`config.mk`:
```
export PLATFORM = sky130hd
export DESIGN_NAME = rp_analog_top
export DESIGN_NICKNAME = d
export VERILOG_FILES = /design/src/rp_analog_pkg.sv /design/src/rp_analog_top.sv /design/src/pwm_dac.sv /design/src/hk_regs.sv /design/src/dac_backend.sv /design/src/adc_frontend.sv
export SDC_FILE = /design/constraint.sdc
export NUM_CORES = 1
export LEC_CHECK = 0
export BUFFER_PORTS_ARGS = -buffer_cell sky130_fd_sc_hd__buf_4
export CAP_MARGIN = 20
export CORE_MARGIN = 3
export CORE_UTILIZATION = 50
export CTS_BUF_LIST = sky130_fd_sc_hd__clkbuf_4 sky130_fd_sc_hd__clkbuf_8 sky130_fd_sc_hd__clkbuf_16
export DETAILED_ROUTE_END_ITERATION = 10
export PLACE_DENSITY = 0.76
export SYNTH_ARGS = -nofsm -noshare
export SYNTH_HDL_FRONTEND = slang
export SYNTH_SLANG_ARGS = --single-unit
```
`constraint.sdc`:
```
create_clock -name adc_clk -period 6.5 [get_ports adc_clk]
set_input_delay 1.3 -clock adc_clk [delete_from_list [all_inputs] [get_ports adc_clk]]
set_output_delay 1.3 -clock adc_clk [all_outputs]
set_load 0.005 [all_outputs]
```
`src/rp_analog_pkg.sv`:
```
// Analog path shared definitions
// Sample widths, converter code types, system bus structs and the
// housekeeping register map

package rp_analog_pkg;

  ////////////////////////////////////////
  // Widths
  ////////////////////////////////////////

  localparam int unsigned ADC_RAW_W = 16;  // Raw ADC pin word
  localparam int unsigned SMP_W     = 14;  // Sample and DAC code
  localparam int unsigned NUM_CH    = 2;   // Analog channels
  localparam int unsigned PWM_W     = 8;   // PWM duty setting
  localparam int unsigned BUS_AW    = 12;  // System bus address
  localparam int unsigned BUS_DW    = 32;  // System bus data

  ////////////////////////////////////////
  // Sample and code types
  ////////////////////////////////////////

  typedef logic        [ADC_RAW_W-1:0] adc_raw_t;   // Unsigned neg-slope, 2 LSBs reserved
  typedef logic signed [SMP_W-1:0]     sample_t;    // Two's complement
  typedef logic        [SMP_W-1:0]     dac_code_t;  // Unsigned neg-slope

  typedef struct packed {
    sample_t ch_a;
    sample_t ch_b;
  } chan_pair_t;

  ////////////////////////////////////////
  // System bus
  ////////////////////////////////////////

  // Request, strobes last one cycle
  typedef struct packed {
    logic [BUS_AW-1:0] addr;
    logic [BUS_DW-1:0] wdata;
    logic              wen;
    logic              ren;
  } sys_req_t;

  // Response, ack one cycle after the strobe
  typedef struct packed {
    logic [BUS_DW-1:0] rdata;
    logic              ack;
    logic              err;
  } sys_rsp_t;

  // Register map
  localparam logic [BUS_AW-1:0] REG_ID   = 12'h000;  // Read only
  localparam logic [BUS_AW-1:0] REG_CFG  = 12'h004;  // Bit 0 loopback
  localparam logic [BUS_AW-1:0] REG_PWM0 = 12'h010;  // PWM n at +4*n

  localparam logic [BUS_DW-1:0] HK_ID    = 32'h5250_0001;

endpackage : rp_analog_pkg
```
`src/rp_analog_top.sv`:
```
// Analog signal path top
// ADC capture with loopback, DAC mixing, housekeeping registers on the
// system bus and the PWM analog outputs, all on the ADC clock

`timescale 1ns/1ps

module rp_analog_top
  import rp_analog_pkg::*;
#(
  parameter int unsigned PWM_CNT = 4  // PWM analog outputs
)(
  input  logic                     adc_clk,
  input  logic                     rst_n_i,
  // Converter side
  input  adc_raw_t   [NUM_CH-1:0]  adc_dat_i,
  input  chan_pair_t               asg_dat_i,  // Generator samples
  input  chan_pair_t               pid_dat_i,  // Controller samples
  // System bus
  input  sys_req_t                 sys_req_i,
  output sys_rsp_t                 sys_rsp_o,
  // Outputs
  output chan_pair_t               adc_dat_o,  // Converted ADC samples
  output dac_code_t  [NUM_CH-1:0]  dac_dat_o,
  output logic                     dac_rst_o,
  output logic       [PWM_CNT-1:0] pwm_o
);

  logic                          digital_loop;
  chan_pair_t                    dac_smp;   // Saturated mix for loopback
  logic [PWM_CNT-1:0][PWM_W-1:0] pwm_duty;

  ////////////////////////////////////////
  // ADC and DAC paths
  ////////////////////////////////////////

  adc_frontend i_adc (
    .adc_clk        (adc_clk     ),
    .rst_n_i        (rst_n_i     ),
    .adc_dat_i      (adc_dat_i   ),
    .digital_loop_i (digital_loop),
    .dac_smp_i      (dac_smp     ),
    .adc_dat_o      (adc_dat_o   )
  );

  dac_backend i_dac (
    .adc_clk   (adc_clk  ),
    .rst_n_i   (rst_n_i  ),
    .asg_dat_i (asg_dat_i),
    .pid_dat_i (pid_dat_i),
    .dac_smp_o (dac_smp  ),
    .dac_dat_o (dac_dat_o),
    .dac_rst_o (dac_rst_o)
  );

  ////////////////////////////////////////
  // Housekeeping and PWM
  ////////////////////////////////////////

  hk_regs #(
    .PWM_CNT (PWM_CNT)
  ) i_hk (
    .adc_clk        (adc_clk     ),
    .rst_n_i        (rst_n_i     ),
    .sys_req_i      (sys_req_i   ),
    .sys_rsp_o      (sys_rsp_o   ),
    .digital_loop_o (digital_loop),
    .pwm_duty_o     (pwm_duty    )
  );

  for (genvar i = 0; i < PWM_CNT; i++)
  begin : g_pwm
    pwm_dac i_pwm (
      .adc_clk (adc_clk    ),
      .rst_n_i (rst_n_i    ),
      .duty_i  (pwm_duty[i]),
      .pwm_o   (pwm_o[i]   )
    );
  end

endmodule : rp_analog_top

```
`src/pwm_dac.sv`:
```
// PWM analog output
// Free-running period counter, duty taken over at each period start so the
// output is high for exactly duty cycles out of 256

`timescale 1ns/1ps

module pwm_dac
  import rp_analog_pkg::*;
(
  input  logic              adc_clk,
  input  logic              rst_n_i,
  input  logic [PWM_W-1:0]  duty_i,  // From housekeeping
  output logic              pwm_o
);

  logic [PWM_W-1:0] cnt_q;   // Period counter
  logic [PWM_W-1:0] duty_q;  // Duty of the running period

  ////////////////////////////////////////
  // Period counter and duty latch
  ////////////////////////////////////////

  always_ff @(posedge adc_clk or negedge rst_n_i)
  begin
    if (!rst_n_i)
    begin
      cnt_q  <= '0;
      duty_q <= '0;
    end
    else
    begin
      cnt_q <= cnt_q + 1'b1;  // Wraps every 256 cycles
      // Load on the last count, new duty valid from counter zero
      if (cnt_q == {PWM_W{1'b1}})
        duty_q <= duty_i;
    end
  end

  // High for counts 0 .. duty-1
  assign pwm_o = (cnt_q < duty_q);

endmodule : pwm_dac

```
`src/hk_regs.sv`:
```
// Housekeeping registers
// System bus slave holding the ID word, the loopback enable and the PWM
// duty settings. Ack and err come one cycle after the strobe

`timescale 1ns/1ps

module hk_regs
  import rp_analog_pkg::*;
#(
  parameter int unsigned PWM_CNT = 4
)(
  input  logic                           adc_clk,
  input  logic                           rst_n_i,
  input  sys_req_t                       sys_req_i,
  output sys_rsp_t                       sys_rsp_o,
  output logic                           digital_loop_o,
  output logic [PWM_CNT-1:0][PWM_W-1:0]  pwm_duty_o
);

  logic                          loop_q;    // CFG bit 0
  logic [PWM_CNT-1:0][PWM_W-1:0] duty_q;    // PWM duties
  logic [BUS_DW-1:0]             rdata_q;
  logic                          ack_q;
  logic                          err_q;

  logic [BUS_AW-1:0]             pwm_off;   // Offset into PWM block
  logic [BUS_AW-3:0]             pwm_idx;   // PWM channel number
  logic                          pwm_hit;
  logic                          addr_hit;  // Any mapped register
  logic [BUS_DW-1:0]             rd_mux;

  ////////////////////////////////////////
  // Address decode
  ////////////////////////////////////////

  assign pwm_off = sys_req_i.addr - REG_PWM0;
  assign pwm_idx = pwm_off[BUS_AW-1:2];
  assign pwm_hit = (sys_req_i.addr >= REG_PWM0) && (pwm_idx < PWM_CNT) &&
                   (pwm_off[1:0] == 2'b00);  // Word aligned only

  always_comb
  begin
    rd_mux   = '0;
    addr_hit = 1'b1;
    if (sys_req_i.addr == REG_ID)
      rd_mux = HK_ID;
    else if (sys_req_i.addr == REG_CFG)
      rd_mux[0] = loop_q;
    else if (pwm_hit)
      rd_mux[PWM_W-1:0] = duty_q[pwm_idx];
    else
      addr_hit = 1'b0;  // Unmapped
  end

  ////////////////////////////////////////
  // Registers and response
  ////////////////////////////////////////

  always_ff @(posedge adc_clk or negedge rst_n_i)
  begin
    if (!rst_n_i)
    begin
      loop_q <= 1'b0;
      duty_q <= '0;
      ack_q  <= 1'b0;
      err_q  <= 1'b0;
    end
    else
    begin
      if (sys_req_i.wen && (sys_req_i.addr == REG_CFG))
        loop_q <= sys_req_i.wdata[0];
      if (sys_req_i.wen && pwm_hit)
        duty_q[pwm_idx] <= sys_req_i.wdata[PWM_W-1:0];
      ack_q <= sys_req_i.wen | sys_req_i.ren;  // Single cycle pulse
      // ID is read only, writing it is an error
      err_q <= (sys_req_i.wen | sys_req_i.ren) &
               (~addr_hit | (sys_req_i.wen & (sys_req_i.addr == REG_ID)));
    end
  end

  // Read data, valid with ack
  always_ff @(posedge adc_clk)
  begin
    if (sys_req_i.ren)
      rdata_q <= rd_mux;
  end

  assign sys_rsp_o.rdata = rdata_q;
  assign sys_rsp_o.ack   = ack_q;
  assign sys_rsp_o.err   = err_q;

  assign digital_loop_o = loop_q;
  assign pwm_duty_o     = duty_q;

endmodule : hk_regs

```
`src/dac_backend.sv`:
```
// DAC back end
// Adds generator and controller streams per channel, saturates to the
// sample range and registers the neg-slope DAC codes and the DAC reset

`timescale 1ns/1ps

module dac_backend
  import rp_analog_pkg::*;
(
  input  logic                     adc_clk,
  input  logic                     rst_n_i,
  input  chan_pair_t               asg_dat_i,  // Generator stream
  input  chan_pair_t               pid_dat_i,  // Controller stream
  output chan_pair_t               dac_smp_o,  // Saturated, unregistered
  output dac_code_t  [NUM_CH-1:0]  dac_dat_o,  // Registered DAC codes
  output logic                     dac_rst_o   // Active high
);

  // Code driven while in reset, mid-scale
  localparam dac_code_t DAC_MID = {1'b0, {(SMP_W-1){1'b1}}};

  sample_t [NUM_CH-1:0] asg_s;
  sample_t [NUM_CH-1:0] pid_s;
  sample_t [NUM_CH-1:0] sat_s;

  // Struct fields to channel arrays
  assign asg_s[0] = asg_dat_i.ch_a;
  assign asg_s[1] = asg_dat_i.ch_b;
  assign pid_s[0] = pid_dat_i.ch_a;
  assign pid_s[1] = pid_dat_i.ch_b;

  ////////////////////////////////////////
  // Sum and saturation
  ////////////////////////////////////////

  for (genvar ch = 0; ch < NUM_CH; ch++)
  begin : g_sum
    logic signed [SMP_W:0] sum;  // One guard bit

    assign sum = asg_s[ch] + pid_s[ch];

    // Top two bits differ on overflow, clamp to the signed extremes
    assign sat_s[ch] = (^sum[SMP_W -: 2]) ? {sum[SMP_W], {(SMP_W-1){~sum[SMP_W]}}}
                                          : sum[SMP_W-1:0];
  end

  assign dac_smp_o.ch_a = sat_s[0];  // Loopback source
  assign dac_smp_o.ch_b = sat_s[1];

  ////////////////////////////////////////
  // Output registers
  ////////////////////////////////////////

  always_ff @(posedge adc_clk or negedge rst_n_i)
  begin
    if (!rst_n_i)
    begin
      dac_dat_o <= {NUM_CH{DAC_MID}};
      dac_rst_o <= 1'b1;  // Held while in reset
    end
    else
    begin
      for (int ch = 0; ch < NUM_CH; ch++)
        dac_dat_o[ch] <= {sat_s[ch][SMP_W-1], ~sat_s[ch][SMP_W-2:0]};  // Neg-slope
      dac_rst_o <= 1'b0;  // Released on first edge
    end
  end

endmodule : dac_backend

```
`src/adc_frontend.sv`:
```
// ADC front end
// Registers the raw converter words, turns the neg-slope code into two's
// complement and optionally swaps in the DAC samples for digital loopback

`timescale 1ns/1ps

module adc_frontend
  import rp_analog_pkg::*;
(
  input  logic                     adc_clk,
  input  logic                     rst_n_i,
  input  adc_raw_t   [NUM_CH-1:0]  adc_dat_i,       // Raw pin words
  input  logic                     digital_loop_i,  // Loopback enable
  input  chan_pair_t               dac_smp_i,       // Saturated DAC samples
  output chan_pair_t               adc_dat_o
);

  // Mid-scale raw code, converts to a zero sample
  localparam logic [SMP_W-1:0] RAW_ZERO = {1'b0, {(SMP_W-1){1'b1}}};

  logic    [NUM_CH-1:0][SMP_W-1:0] raw_q;     // Input registers
  sample_t [NUM_CH-1:0]            adc_conv;  // Converted samples
  chan_pair_t                      adc_pair;

  // Input registers, lowest bits kept free for a 16-bit ADC
  always_ff @(posedge adc_clk or negedge rst_n_i)
  begin
    if (!rst_n_i)
      raw_q <= {NUM_CH{RAW_ZERO}};
    else
    begin
      for (int ch = 0; ch < NUM_CH; ch++)
        raw_q[ch] <= adc_dat_i[ch][ADC_RAW_W-1 -: SMP_W];  // Drop 2 LSBs
    end
  end

  // Neg-slope to two's complement
  for (genvar ch = 0; ch < NUM_CH; ch++)
  begin : g_conv
    assign adc_conv[ch] = {raw_q[ch][SMP_W-1], ~raw_q[ch][SMP_W-2:0]};
  end

  assign adc_pair.ch_a = adc_conv[0];
  assign adc_pair.ch_b = adc_conv[1];

  // Loopback bypasses the converter path with zero latency
  assign adc_dat_o = digital_loop_i ? dac_smp_i : adc_pair;

endmodule : adc_frontend

```
# Yosys cells after proc, flatten, opt, wreduce, memory -nomap -nowiden
# Cells that the tools add are included.
[op_classes] addsub=7 magnitude_cmp=8 eq_ne=5 muxes=14 bitwise=12 n_reduce_logical=10
[ops] operator="inverter 13 bit" count=4
[ops] operator="adder 8 x 1 -> 8 bit, second input constant" count=4
[ops] operator="bitwise mux 32 bit" count=1
[ops] operator="== test 8 bit, second input constant" count=4
[ops] operator="less-than comparator 8 bit" count=4
[ops] operator="adder 14 x 14 -> 15 bit" count=2
[ops] operator="two-way mux 14 bit" count=2
[ops] operator="two-way mux 28 bit" count=1
[ops] operator="two-way mux 23 bit" count=1
[ops] operator="less-than comparator 10 x 3 -> 1 bit, second input constant" count=2
[ops] operator="binary-select mux 8 bit (select 2 bit)" count=1
[ops] operator="demux 8 bit (select 2 bit)" count=1
[ops] operator="two-way mux 8 bit" count=2
[ops] operator="== test 12 x 3 -> 1 bit, second input constant" count=1
[ops] operator="greater-or-equal comparator 12 x 5 -> 1 bit, second input constant" count=1
[ops] operator="logical NOT 12 bit" count=1
[ops] operator="subtractor 12 x 5 -> 12 bit, second input constant" count=1
[ops] operator="greater-or-equal comparator 10 x 1 -> 1 bit, second input constant" count=1
[ops] operator="logical AND 1 bit" count=5
[ops] operator="two-way mux 1 bit" count=5
[ops] operator="inverter 1 bit" count=4
[ops] operator="XOR reduction 2 bit" count=2
[ops] operator="OR reduction 3 bit" count=1
[ops] operator="AND 1 bit" count=2
[ops] operator="other kinds (2)" count=3
[word_totals] reg_bits=188 input_bits=136

# Logic depth before layout (Yosys ltp)
# Gate-level depths: netlist of run 1.
[depth] ltp_word=10 mapped_depth=11

# By module
# A second synthesis of run 1 with hierarchy kept.
[hier_totals] hier_cells=805 hier_area_um2=9529.1
[by_module_without_submodules] mod="dac_backend" n_inst=1 cells_per_inst=298 area_per_inst_um2=2810.2 seq_area_each_um2=759.5
[by_module_without_submodules] mod="pwm_dac at g_pwm[0].i_pwm ..." n_inst=3 cells_per_inst=68 area_per_inst_um2=848.3 seq_area_each_um2=400.4
[by_module_without_submodules] mod="hk_regs" n_inst=1 cells_per_inst=148 area_per_inst_um2=2189.6 seq_area_each_um2=1146.1
[by_module_without_submodules] mod="adc_frontend" n_inst=1 cells_per_inst=88 area_per_inst_um2=1138.6 seq_area_each_um2=733.2
[by_module_without_submodules] mod="pwm_dac at g_pwm[3].i_pwm" n_inst=1 cells_per_inst=67 area_per_inst_um2=845.8 seq_area_each_um2=400.4

# Worst setup path after synthesis of run 1
# No wires, ideal clock.
[synth_path] path_kind="input -> output" start="input asg_dat_i[14] in the netlist's numbering" end="output adc_dat_o[16] in the netlist's numbering" arrival_time_ns=3.300 setup_slack_ns=1.900 path_stages=11 n_path_buf=1 cell_sequence="ha_1 -> inv_1 -> fa_1 -> nor2b_1 -> o31a_1 -> o211ai_2 -> and3_1 -> buf_2 -> nor2_2 -> o21ai_0 -> a31o_1"
[synth_lines] item="start, declared" line="rp_analog_top.sv:16" text="input chan_pair_t asg_dat_i,"
[synth_lines] item="end, declared" line="rp_analog_top.sv:22" text="output chan_pair_t adc_dat_o,"

==> run metrics, run 1 <==
ys async rst share=between 90% and 100%; final-report hold violation count=0; R2R setup slack=4.57 ns; Critical R2R Capture=g_pwm[3].i_pwm.duty_q[0]$_DFFE_PN0N_; sequential-to-total area share from yosys stat=between 40% and 50%; Clock Tree Buf Depth=2; Routed WL=~21000 um; filler instances=~1400; vias per cell=5.45; # H-tree levels=4; gr usage total=21.4%; Die ar.=a little under 20000 um2; CP arrival=3.93 ns; clk_lat worst skew=about 0.42 ns; Fmax achieved=191 MHz; Synth Instances=820; hold_buf cts=0; Setup crit end=adc_dat_o[6]; initial antenna violation count=0; DR WL/cell=17.4 um; Top cell by count, worst path=buf_4; Pre-Repair DR Iteration Count=4; post-synthesis register bit count=around 170; Setup TNS=0 ns; area leader, netlist=dfrtp_1; Avg Cell Area, Syn=about 11 um2; pin count of the biggest net entering global routing=100; Die Ht=141 um; DRC errors left=0; power density cells=238 nW/um2; Iteration-0 DRC Markers=slightly above 300; synthesis-to-layout area growth=22.1%; Initial Util=51.8%; post-synth top area share=28.4%; first-pass GRT wire length=34100 um; Period minus WS final=approximately 5.2 ns; period utilisation layout=80.5%; CP Cell Sequence=buf_4, ha_1, inv_1, fa_1, nor2b_1, o31ai_1, a211oi_2, o21a_1, o21ai_0, a31oi_1, mux2i_1, buf_4; post-synth cell types=80; die width=141 um; slew margin rel.=38.3%; Tightest Hold Check Type=flip-flop to flip-flop; Crit Path Max Fanout=5; RePlAce Congestion=0.856; hpwl dp=approximately 16000 um; Ys Warns=0; Layout Cells excl Fill=1228; critical path's largest stage delay=0.40 ns; nature of the critical path endpoint=output pin; CP Launch Point=asg_dat_i[0]; Post-synth top cells=dfrtp_1, ha_1, nand2_1; clock sink total=between 150 and 200; PortBufs=183; clock transition at the registers of the reported paths=0.07 ns; P_leak=5.11 nW; clk root buf=clkbuf_16; post-CTS sizing=0; core region area=17500 um2; synth top area cells=dfrtp_1, dfstp_2, ha_1, mux2_2, edfxtp_1; R2R cell count=4; Post-Place Cells=1196; top_reg_cell synth=dfrtp_1; vias in the first global route=6603; Slew Viols, Final=0; TritonCTS clock tree=done; CTS buffer count=17; reg-to-reg critical path startpoint=g_pwm[3].i_pwm.cnt_q[2]$_DFF_PN0_; CP required=5.20 ns; Crit path max-delay family=compound AO/OA/AOI/OAI gates; Rows=48; most common cell in the synthesized netlist=dfrtp_1; Crit-path slowest cell=fa_1; postcts setup bufs=0; number of max-cap violations=0; antenna fix cells=0; outcome=finished, final reports clean; Buffers & Inverters on Critical Path=3; WS Path Type=input pin to output pin; share of layout cells above drive strength 1=between 30% and 40%; Vias=~6700; Startpoint Class=input pin; Final #Nets=1188; Final ANT Viol Nets=0; Clock Skew=about 0.0039 ns; Post-synth EDFFs=9; Synth Cell Area=9080 um2; VDD IR-drop max=0.202 mV; worst-margin pin slew=0.926 ns; Final setup viols=0; critical path depth=12; I/O Pins=231; gr ovfl total=0; RSZ-0062 raised after global routing=no
cells by family after synthesis:
| logic type | after synthesis | share of synthesized area, % |
|---|---|---|
| multiplexers | 62 | 8.46 |
| flip-flops | 165 | 46.7 |
| AND/OR/NAND/NOR | 194 | 10.8 |
| other | 1 | 0.0413 |
| buffers and inverters | 97 | 5.44 |
| AO/OA/AOI/OAI | 194 | 15.3 |
| adder cells (fa/ha/maj) | 69 | 9.52 |
| XOR/XNOR | 38 | 3.75 |
registers in the layout, summed over array words and instances, names as in the netlist:
| signal | cells |
|---|---|
| i_dac.dac_rst_o | 1 |
| i_adc.raw_q | 26 |
| i_adc.adc_conv | 2 |
| i_hk.rdata_q | 9 |
| i_hk.ack_q | 1 |
| i_hk.digital_loop_o | 1 |
| g_pwm.i_pwm.duty_q | 32 |
| i_hk.pwm_duty_o | 32 |
| g_pwm.i_pwm.cnt_q | 32 |
| i_dac.dac_dat_o | 28 |
| i_hk.err_q | 1 |
layout make-up:
type	count	area, um2	share of cell area [%]
inverter	45	169	1.52
clock inverter	13	143	1.29
tap	225	282	2.54
clock buffer	19	453	4.08
timing repair buffer	184	1390	12.5
sequential	165	4240	38.2
multi-input combinational	577	4420	39.8
layer usage:
metal | up-vias | GRT usage, % | part of all wire [%]
li1 | 3239 | - | -
met1 | 3239 | 28.4 | 43
met2 | 179 | 35.5 | 49
met3 | 30 | 4.27 | 5.6
met4 | 0 | 7.09 | 2.1
met5 | - | 0 | 0
through the flow:
stage	setup WS, ns	total power, mW	hold slack [ns]	util, %	cell area, um2
final	1.27	2.64	0.494	63.3	11100
after global routing	1.07	2.75	0.509	63.3	11100
after CTS	1.25	2.66	0.496	63.3	11100
after detailed placement	1.27	1.64	0.487	59.9	10500
after global placement	1.29	1.63	0.481	59.9	10500
after floorplan	1.90	1.42	0.455	-	9160
worst min path at each step:
stage | startpoint | endpoint | slack (ns) | cells past startpoint
3_5_place_dp | g_pwm[3].i_pwm.cnt_q[3]$_DFF_PN0_ | g_pwm[3].i_pwm.cnt_q[3]$_DFF_PN0_ | 0.49 | 1
4_1_cts | g_pwm[3].i_pwm.cnt_q[3]$_DFF_PN0_ | g_pwm[3].i_pwm.cnt_q[3]$_DFF_PN0_ | 0.50 | 1
2_1_floorplan | g_pwm[1].i_pwm.cnt_q[0]$_DFF_PN0_ | g_pwm[1].i_pwm.cnt_q[0]$_DFF_PN0_ | 0.46 | 1
5_1_grt | g_pwm[3].i_pwm.cnt_q[3]$_DFF_PN0_ | g_pwm[3].i_pwm.cnt_q[3]$_DFF_PN0_ | 0.51 | 1
3_3_place_gp | g_pwm[3].i_pwm.cnt_q[3]$_DFF_PN0_ | g_pwm[3].i_pwm.cnt_q[3]$_DFF_PN0_ | 0.48 | 1
6_report | g_pwm[3].i_pwm.cnt_q[3]$_DFF_PN0_ | g_pwm[3].i_pwm.cnt_q[3]$_DFF_PN0_ | 0.49 | 1
power breakdown:
group          internal, mW  switching [mW]  leakage [nW]
Combinational         0.228           0.252          2.80
Sequential             1.12          0.0176          2.01
Clock                 0.592           0.422         0.293
placed cells by master, fill, tap and decap left out, types with 9 or more instances in the layout:
master	instances
and2_1	14
dfrtp_1	102
clkbuf_16	17
xnor2_1	23
o211ai_1	9
nand3_1	17
inv_1	44
xor2_1	14
dfstp_2	53
buf_4	183
a21oi_1	31
conb_1	20
mux2_2	38
and3_1	10
nor2_1	38
a21o_1	26
o21a_1	17
ha_1	60
edfxtp_1	9
nand2_1	60
o21ai_0	51
mux2i_1	16
No activity file was read; power rests on OpenSTA's default activity.
==> inputs of run 2 (changes only) <==
ABC_AREA = 1   (was unset)
clock period = 4.85 ns   (was 6.5 ns; I/O delays follow)
==> run metrics, run 2 <==
initial antenna violation count=0 (unchanged); Pre-Repair DR Iteration Count=5 (+1); Period minus WS final=4.24 ns; vias per cell=4.95 (-9.1%); post-synth cell types=43 (-46%); Buffers & Inverters on Critical Path=4 (+1); hpwl dp=16200 um (+1.4%); Iteration-0 DRC Markers=420 (+36%); Die Ht=139 um (-0.98%); period utilisation layout=87.4%; clock power share=36.9% (-1.5 points); Final #Nets=1400 (+18%); Clock Skew=0.00746 ns (+0.00356 ns); post-CTS sizing=0 (unchanged); vias in the first global route=6948 (+5.2%); outcome=finished, final reports clean; DR WL/cell=14.4 um (-17%); Startpoint Class=input pin; Layout Cells excl Fill=1440 (+17%); Psw=1.00 mW (+45%); leading cell type in the layout, fill and taps excluded=nand2_1; RSZ-0062 raised after global routing=no; first-pass GRT wire length=34300 um (+0.51%); Post-synth top cells=nand2_1, inv_1, dfrtp_1; overall power=3.66 mW (+39%); Synth Cell Area=8900 um2 (-2.0%); Rows=48 (unchanged); Post-synth EDFFs=9 (unchanged); Final setup viols=0 (unchanged); hold path depth=1 (unchanged); clk_lat worst skew=0.43 ns (about the same); power density cells=335 nW/um2 (+41%); reg-to-reg critical path startpoint=g_pwm[1].i_pwm.cnt_q[1]$_DFF_PN0_; Critical R2R Capture=g_pwm[1].i_pwm.duty_q[4]$_DFFE_PN0N_; Slew Viols, Final=0 (unchanged); Initial Util=51.3% (-0.53 points); Hold Path Sink=g_pwm[2].i_pwm.cnt_q[0]$_DFF_PN0_; Setup TNS=0 ns (unchanged); hold_buf cts=0 (unchanged); post-synthesis register bit count=165 (unchanged); # H-tree levels=4 (unchanged); number of max-cap violations=0 (unchanged); clock transition at the registers of the reported paths=0.07 ns (about the same); die width=139 um (-0.98%); register area=4240 um2 (about the same); I/O Pins=231 (unchanged); CTS buffer count=17 (unchanged); DRC errors left=0 (unchanged); CP Cell Sequence=buf_4, ha_1, inv_1, fa_1, inv_1, nand2_1, nand3_1, nand2_1, nand3_1, nand2_1, nand2_1, nand2_1, nand2_1, nand2_1, o21ai_1, buf_4; filler instances=1486 (+7.1%); share of layout cells above drive strength 1=25.3% (-9.3 points); VDD IR-drop max=0.267 mV (+33%); Int Pwr=2.66 mW (+37%); final-report hold violation count=0 (unchanged); pin count of the biggest net entering global routing=108 (+8.0%); CP arrival=3.27 ns (-0.66 ns); part of the power in combinational logic=21.0% (+2.8 points); Synth Instances=1026 (+25%); nature of the critical path endpoint=output pin; WS Path Type=input pin to output pin; gr ovfl total=0 (unchanged); R2R setup slack=3.08 ns (-1.49 ns); Crit Path Max Fanout=20 (+15); worst-margin pin slew=0.939 ns (+0.0136 ns); slew margin rel.=37.4% (-0.91 points); Fmax achieved=about 240 MHz; RePlAce Congestion=0.897 (+4.7%); CP required=3.88 ns (-1.32 ns); Vias=7125 (+6.6%); switch share=27.4% (+1.2 points); core region area=17400 um2 (-1.0%); multi-input logic area=3920 um2 (-11%); Top cell by count, worst path=nand2_1; Clock Tree Buf Depth=2 (unchanged); Die ar.=19400 um2 (-2.0%); PortBufs=183 (unchanged); Routed WL=20800 um (-2.5%); HP Start=g_pwm[2].i_pwm.cnt_q[0]$_DFF_PN0_; clock sink total=165 (unchanged); post-synth top area share=29.0% (+0.59 points); gr usage total=21.9% (+0.50 points); power share of the sequential group=42.1% (-1.2 points); antenna fix cells=0 (unchanged); synthesis-to-layout area growth=22.8%; R2R cell count=8 (+4); Final ANT Viol Nets=0 (unchanged); sequential-to-total area share from yosys stat=47.7% (+0.97 points); commonest non-fill, non-tap cells in the layout=nand2_1, buf_4, inv_1; top_reg_cell synth=dfrtp_1; clk root buf=clkbuf_16; Crit-path slowest cell=nand2_1; P_leak=5.61 nW (+9.9%); postcts setup bufs=0 (unchanged); Post-Place Cells=1408 (+18%); area leader, netlist=dfrtp_1; Tightest Hold Check Type=flip-flop to flip-flop; most common cell in the synthesized netlist=nand2_1; ys async rst share=94.5% (unchanged); Ys Warns=0 (unchanged); Crit path max-delay family=simple AND/OR/NAND/NOR gates; Avg Cell Area, Syn=8.67 um2 (-22%); critical path's largest stage delay=0.46 ns (+0.06 ns); synth top area cells=dfrtp_1, dfstp_2, nand2_1, ha_1, inv_1; TritonCTS clock tree=done
-- run 2: changes by cell type after synthesis, moves of 15 or more --
cell     previous run  this run
a21o_1             26         2
a21oi_1            31        67
inv_1              44       126
mux2_2             38         0
mux2i_1            16         0
nand2_1            60       240
nand3_1            17        53
nor2_1             38        78
o21a_1             17         2
xnor2_1            23         8
xor2_1             14        34
-- run 2: metal layers --
metal  vias to the layer above  part of all wire [%]  global-route usage, %
met5                         -                     0                      0
met4                         0                   2.9                   7.98
met3                        45                   4.5                   4.40
met2                       186                    49                   37.5
met1                      3304                    43                   27.7
li1                       3590                     -                      -
-- run 2: power by group through the flow --
stage,sequential (mW),combinational (mW),clock (mW)
global placement,1.56,0.762,0
floorplan,1.57,0.371,0
finish,1.54,0.769,1.35
CTS,1.54,0.776,1.38
detailed placement,1.57,0.771,0
global route,1.55,0.853,1.44
-- run 2: stage by stage --
stage | instance area [um2] | setup WS (ns) | utilization (%) | hold slack [ns]
finish | 10900 | 0.610 | 62.9 | 0.473
global route | 10900 | 0.373 | 62.9 | 0.513
CTS | 10900 | 0.646 | 62.9 | 0.475
detailed placement | 10300 | 0.646 | 59.5 | 0.466
global placement | 10300 | 0.667 | 59.5 | 0.458
floorplan | 8970 | 1.36 | - | 0.435
-- run 2: worst max path at each step --
| stage | endpoint | cells after the start | slack (ns) | from |
|---|---|---|---|---|
| global placement | adc_dat_o[12] | 17 | 0.67 | asg_dat_i[0] |
| global route | adc_dat_o[12] | 17 | 0.37 | asg_dat_i[0] |
| CTS | adc_dat_o[12] | 17 | 0.65 | asg_dat_i[0] |
| detailed placement | adc_dat_o[12] | 17 | 0.65 | asg_dat_i[0] |
| floorplan | adc_dat_o[24] | 15 | 1.36 | asg_dat_i[14] |
| finish | adc_dat_o[0] | 16 | 0.61 | asg_dat_i[0] |
-- run 2: layout make-up --
type,count,area share (%)
Clock buffer,21,4.50
Sequential cell,165,38.8
Inverter,127,4.36
Timing Repair Buffer,186,12.8
Clock inverter,11,1.01
Multi-Input combinational cell,705,35.9
Tap cell,225,2.58
-- run 2: logic make-up (layout without fill, tap and decap cells) --
| group | Yosys count | count (layout) | synth area share, % |
|---|---|---|---|
| compound gates | 164 | 164 | 10.2 |
| simple gates | 417 | 417 | 20.0 |
| other cells | 1 | 20 | 0.0421 |
| flops | 165 | 165 | 47.7 |
| fa+ha+maj | 62 | 62 | 8.89 |
| xor+xnor | 42 | 42 | 4.13 |
| buf+inv | 175 | 345 | 9.07 |
==> inputs of run 3 (changes only) <==
CAP_MARGIN = unset   (was 20)
CORE_UTILIZATION = 48   (was 50)
clock period = 3.62 ns   (was 4.85 ns; I/O delays follow)
==> run metrics, run 3 (synthesis gave the netlist of run 2 again) <==
P_leak=5.65 nW (+0.68%); postcts setup bufs=0 (unchanged); number of max-cap violations=0 (unchanged); Met3 Wirelength=984 um (+5.2%); Iteration-0 DRC Markers=363 (-14%); Layout Cells excl Fill=1449 (+0.63%); Crit Path Max Fanout=13 (-35%); WHS=0.295 ns (-0.178 ns); share of layout cells above drive strength 1=25.7% (+0.47 points); metal2 WL=10100 um (-1.0%); register area=4240 um2 (unchanged); DRC errors left=0 (unchanged); clk_lat worst skew=0.43 ns (about the same); VDD IR-drop max=0.353 mV (+32%); gr ovfl total=0 (unchanged); gr usage total=21.2% (-0.75 points); Pre-Repair DR Iteration Count=5 (unchanged); # H-tree levels=4 (unchanged); multi-input logic area=3940 um2 (+0.38%); max layer used=met4; clk root buf=clkbuf_16; commonest non-fill, non-tap cells in the layout=nand2_1, buf_4, inv_1; Clock Skew=0.00739 ns (-0.0000709 ns); Startpoint Class=input pin; Die ar.=20200 um2 (+4.0%); Slew Viols, Final=0 (unchanged); final-report hold violation count=0 (unchanged); Final #Nets=1405 (+0.36%); CP required=2.90 ns (-0.98 ns); initial antenna violation count=0 (unchanged); Routed WL=20500 um (-1.3%); Initial Util=49.2% (-2.1 points); Final ANT Viol Nets=0 (unchanged); filler instances=1553 (+4.5%); Clock Tree Buf Depth=2 (unchanged); CTS buffer count=17 (unchanged); core region area=18100 um2 (+4.2%); post-CTS sizing=0 (unchanged); CP arrival=2.68 ns (-0.59 ns); first-pass GRT wire length=34100 um (-0.60%); WS Path Type=input pin to output pin; final setup margin=0.218 ns (-0.392 ns); period utilisation layout=94.0%; Fmax achieved=294 MHz; slew margin rel.=57.2% (+20 points); routed length on met1=8780 um (-2.8%); reg-to-reg critical path startpoint=g_pwm[1].i_pwm.cnt_q[1]$_DFF_PN0_; outcome=finished, final reports clean; vias per cell=4.92 (-0.59%); worst-margin pin slew=0.640 ns (-0.299 ns); Vias=7127 (+0.028%); Tightest Hold Check Type=input pin to asynchronous set/reset pin; Post-Place Cells=1417 (+0.64%); CP Launch Point=asg_dat_i[23]; synthesis-to-layout area growth=23.5%; R2R setup slack=1.82 ns (-1.26 ns); Setup TNS=0 ns (unchanged); I/O Pins=231 (unchanged); power density cells=450 nW/um2 (+34%); hpwl dp=16100 um (-0.75%); antenna fix cells=0 (unchanged); vias in the first global route=7087 (+2.0%); Rows=49 (+2.1%); Period minus WS final=3.40 ns; DR WL/cell=14.2 um (-1.9%); clock transition at the registers of the reported paths=0.06 ns (about the same); hold_buf cts=0 (unchanged); leading cell type in the layout, fill and taps excluded=nand2_1; pin count of the biggest net entering global routing=72 (-33%); clock sink total=165 (unchanged); die width=142 um (+2.0%); RSZ-0062 raised after global routing=no; Die Ht=142 um (+2.0%); RePlAce Congestion=0.901 (+0.39%); nature of the critical path endpoint=output pin; Place WS=0.114 ns (-0.532 ns); PortBufs=183 (unchanged); Final setup viols=0 (unchanged); TritonCTS clock tree=done
-- run 3: area by class of cell --
cell class                 count  area share [%]
sequential                   165            38.6
multi-input combinational    705            35.8
timing repair buffer         191            13.2
inverter                     127            4.34
clock buffer                  19            4.01
tap                          229            2.61
clock inverter                13            1.41
-- run 3: path summary, 6_finish.rpt --
check                                                             to  cells past startpoint
worst max-delay path                                   adc_dat_o[18]                     13
worst min-delay path               g_pwm[3].i_pwm.cnt_q[7]$_DFF_PN0_                      1
worst max register to register  g_pwm[1].i_pwm.duty_q[7]$_DFFE_PN0N_                      8
worst min register to register     g_pwm[0].i_pwm.cnt_q[0]$_DFF_PN0_                      1
max in group asynchronous                   i_adc.raw_q[9]$_DFF_PN1_                      2
min in group adc_clk                       i_adc.raw_q[21]$_DFF_PN1_                      1
-- run 3: metrics by stage --
step / total power [mW] / utilization, % / area, um2
after CTS: 4.97 / 60.7 / 11000
final: 4.94 / 60.8 / 11000
after floorplan: 2.61 / - / 8970
after detailed placement: 3.13 / 57.4 / 10400
after global placement: 3.11 / 57.4 / 10400
after global routing: 5.18 / 60.8 / 11000
-- run 3: power by group --
part	switching, mW	internal (mW)	total [mW]
clock	0.740	1.10	1.84
sequential	0.0334	2.03	2.07
combinational	0.548	0.486	1.03
-- run 3: metal layers --
layer	global-route usage [%]	up-vias
li1	-	3607
met1	26.2	3295
met2	36.4	184
met3	4.13	41
met4	8.74	0
met5	0	-
-- run 3: worst max-delay path, stage by stage --
cell     delay (ns)
buf_4          0.11
ha_1           0.34
a21oi_1        0.25
nand2_1        0.11
a21oi_1        0.21
nand2_1        0.10
nand2_1        0.08
nand2_2        0.10
nand2_4        0.20
nand2_2        0.08
nand3_1        0.07
o21ai_0        0.12
buf_4          0.17
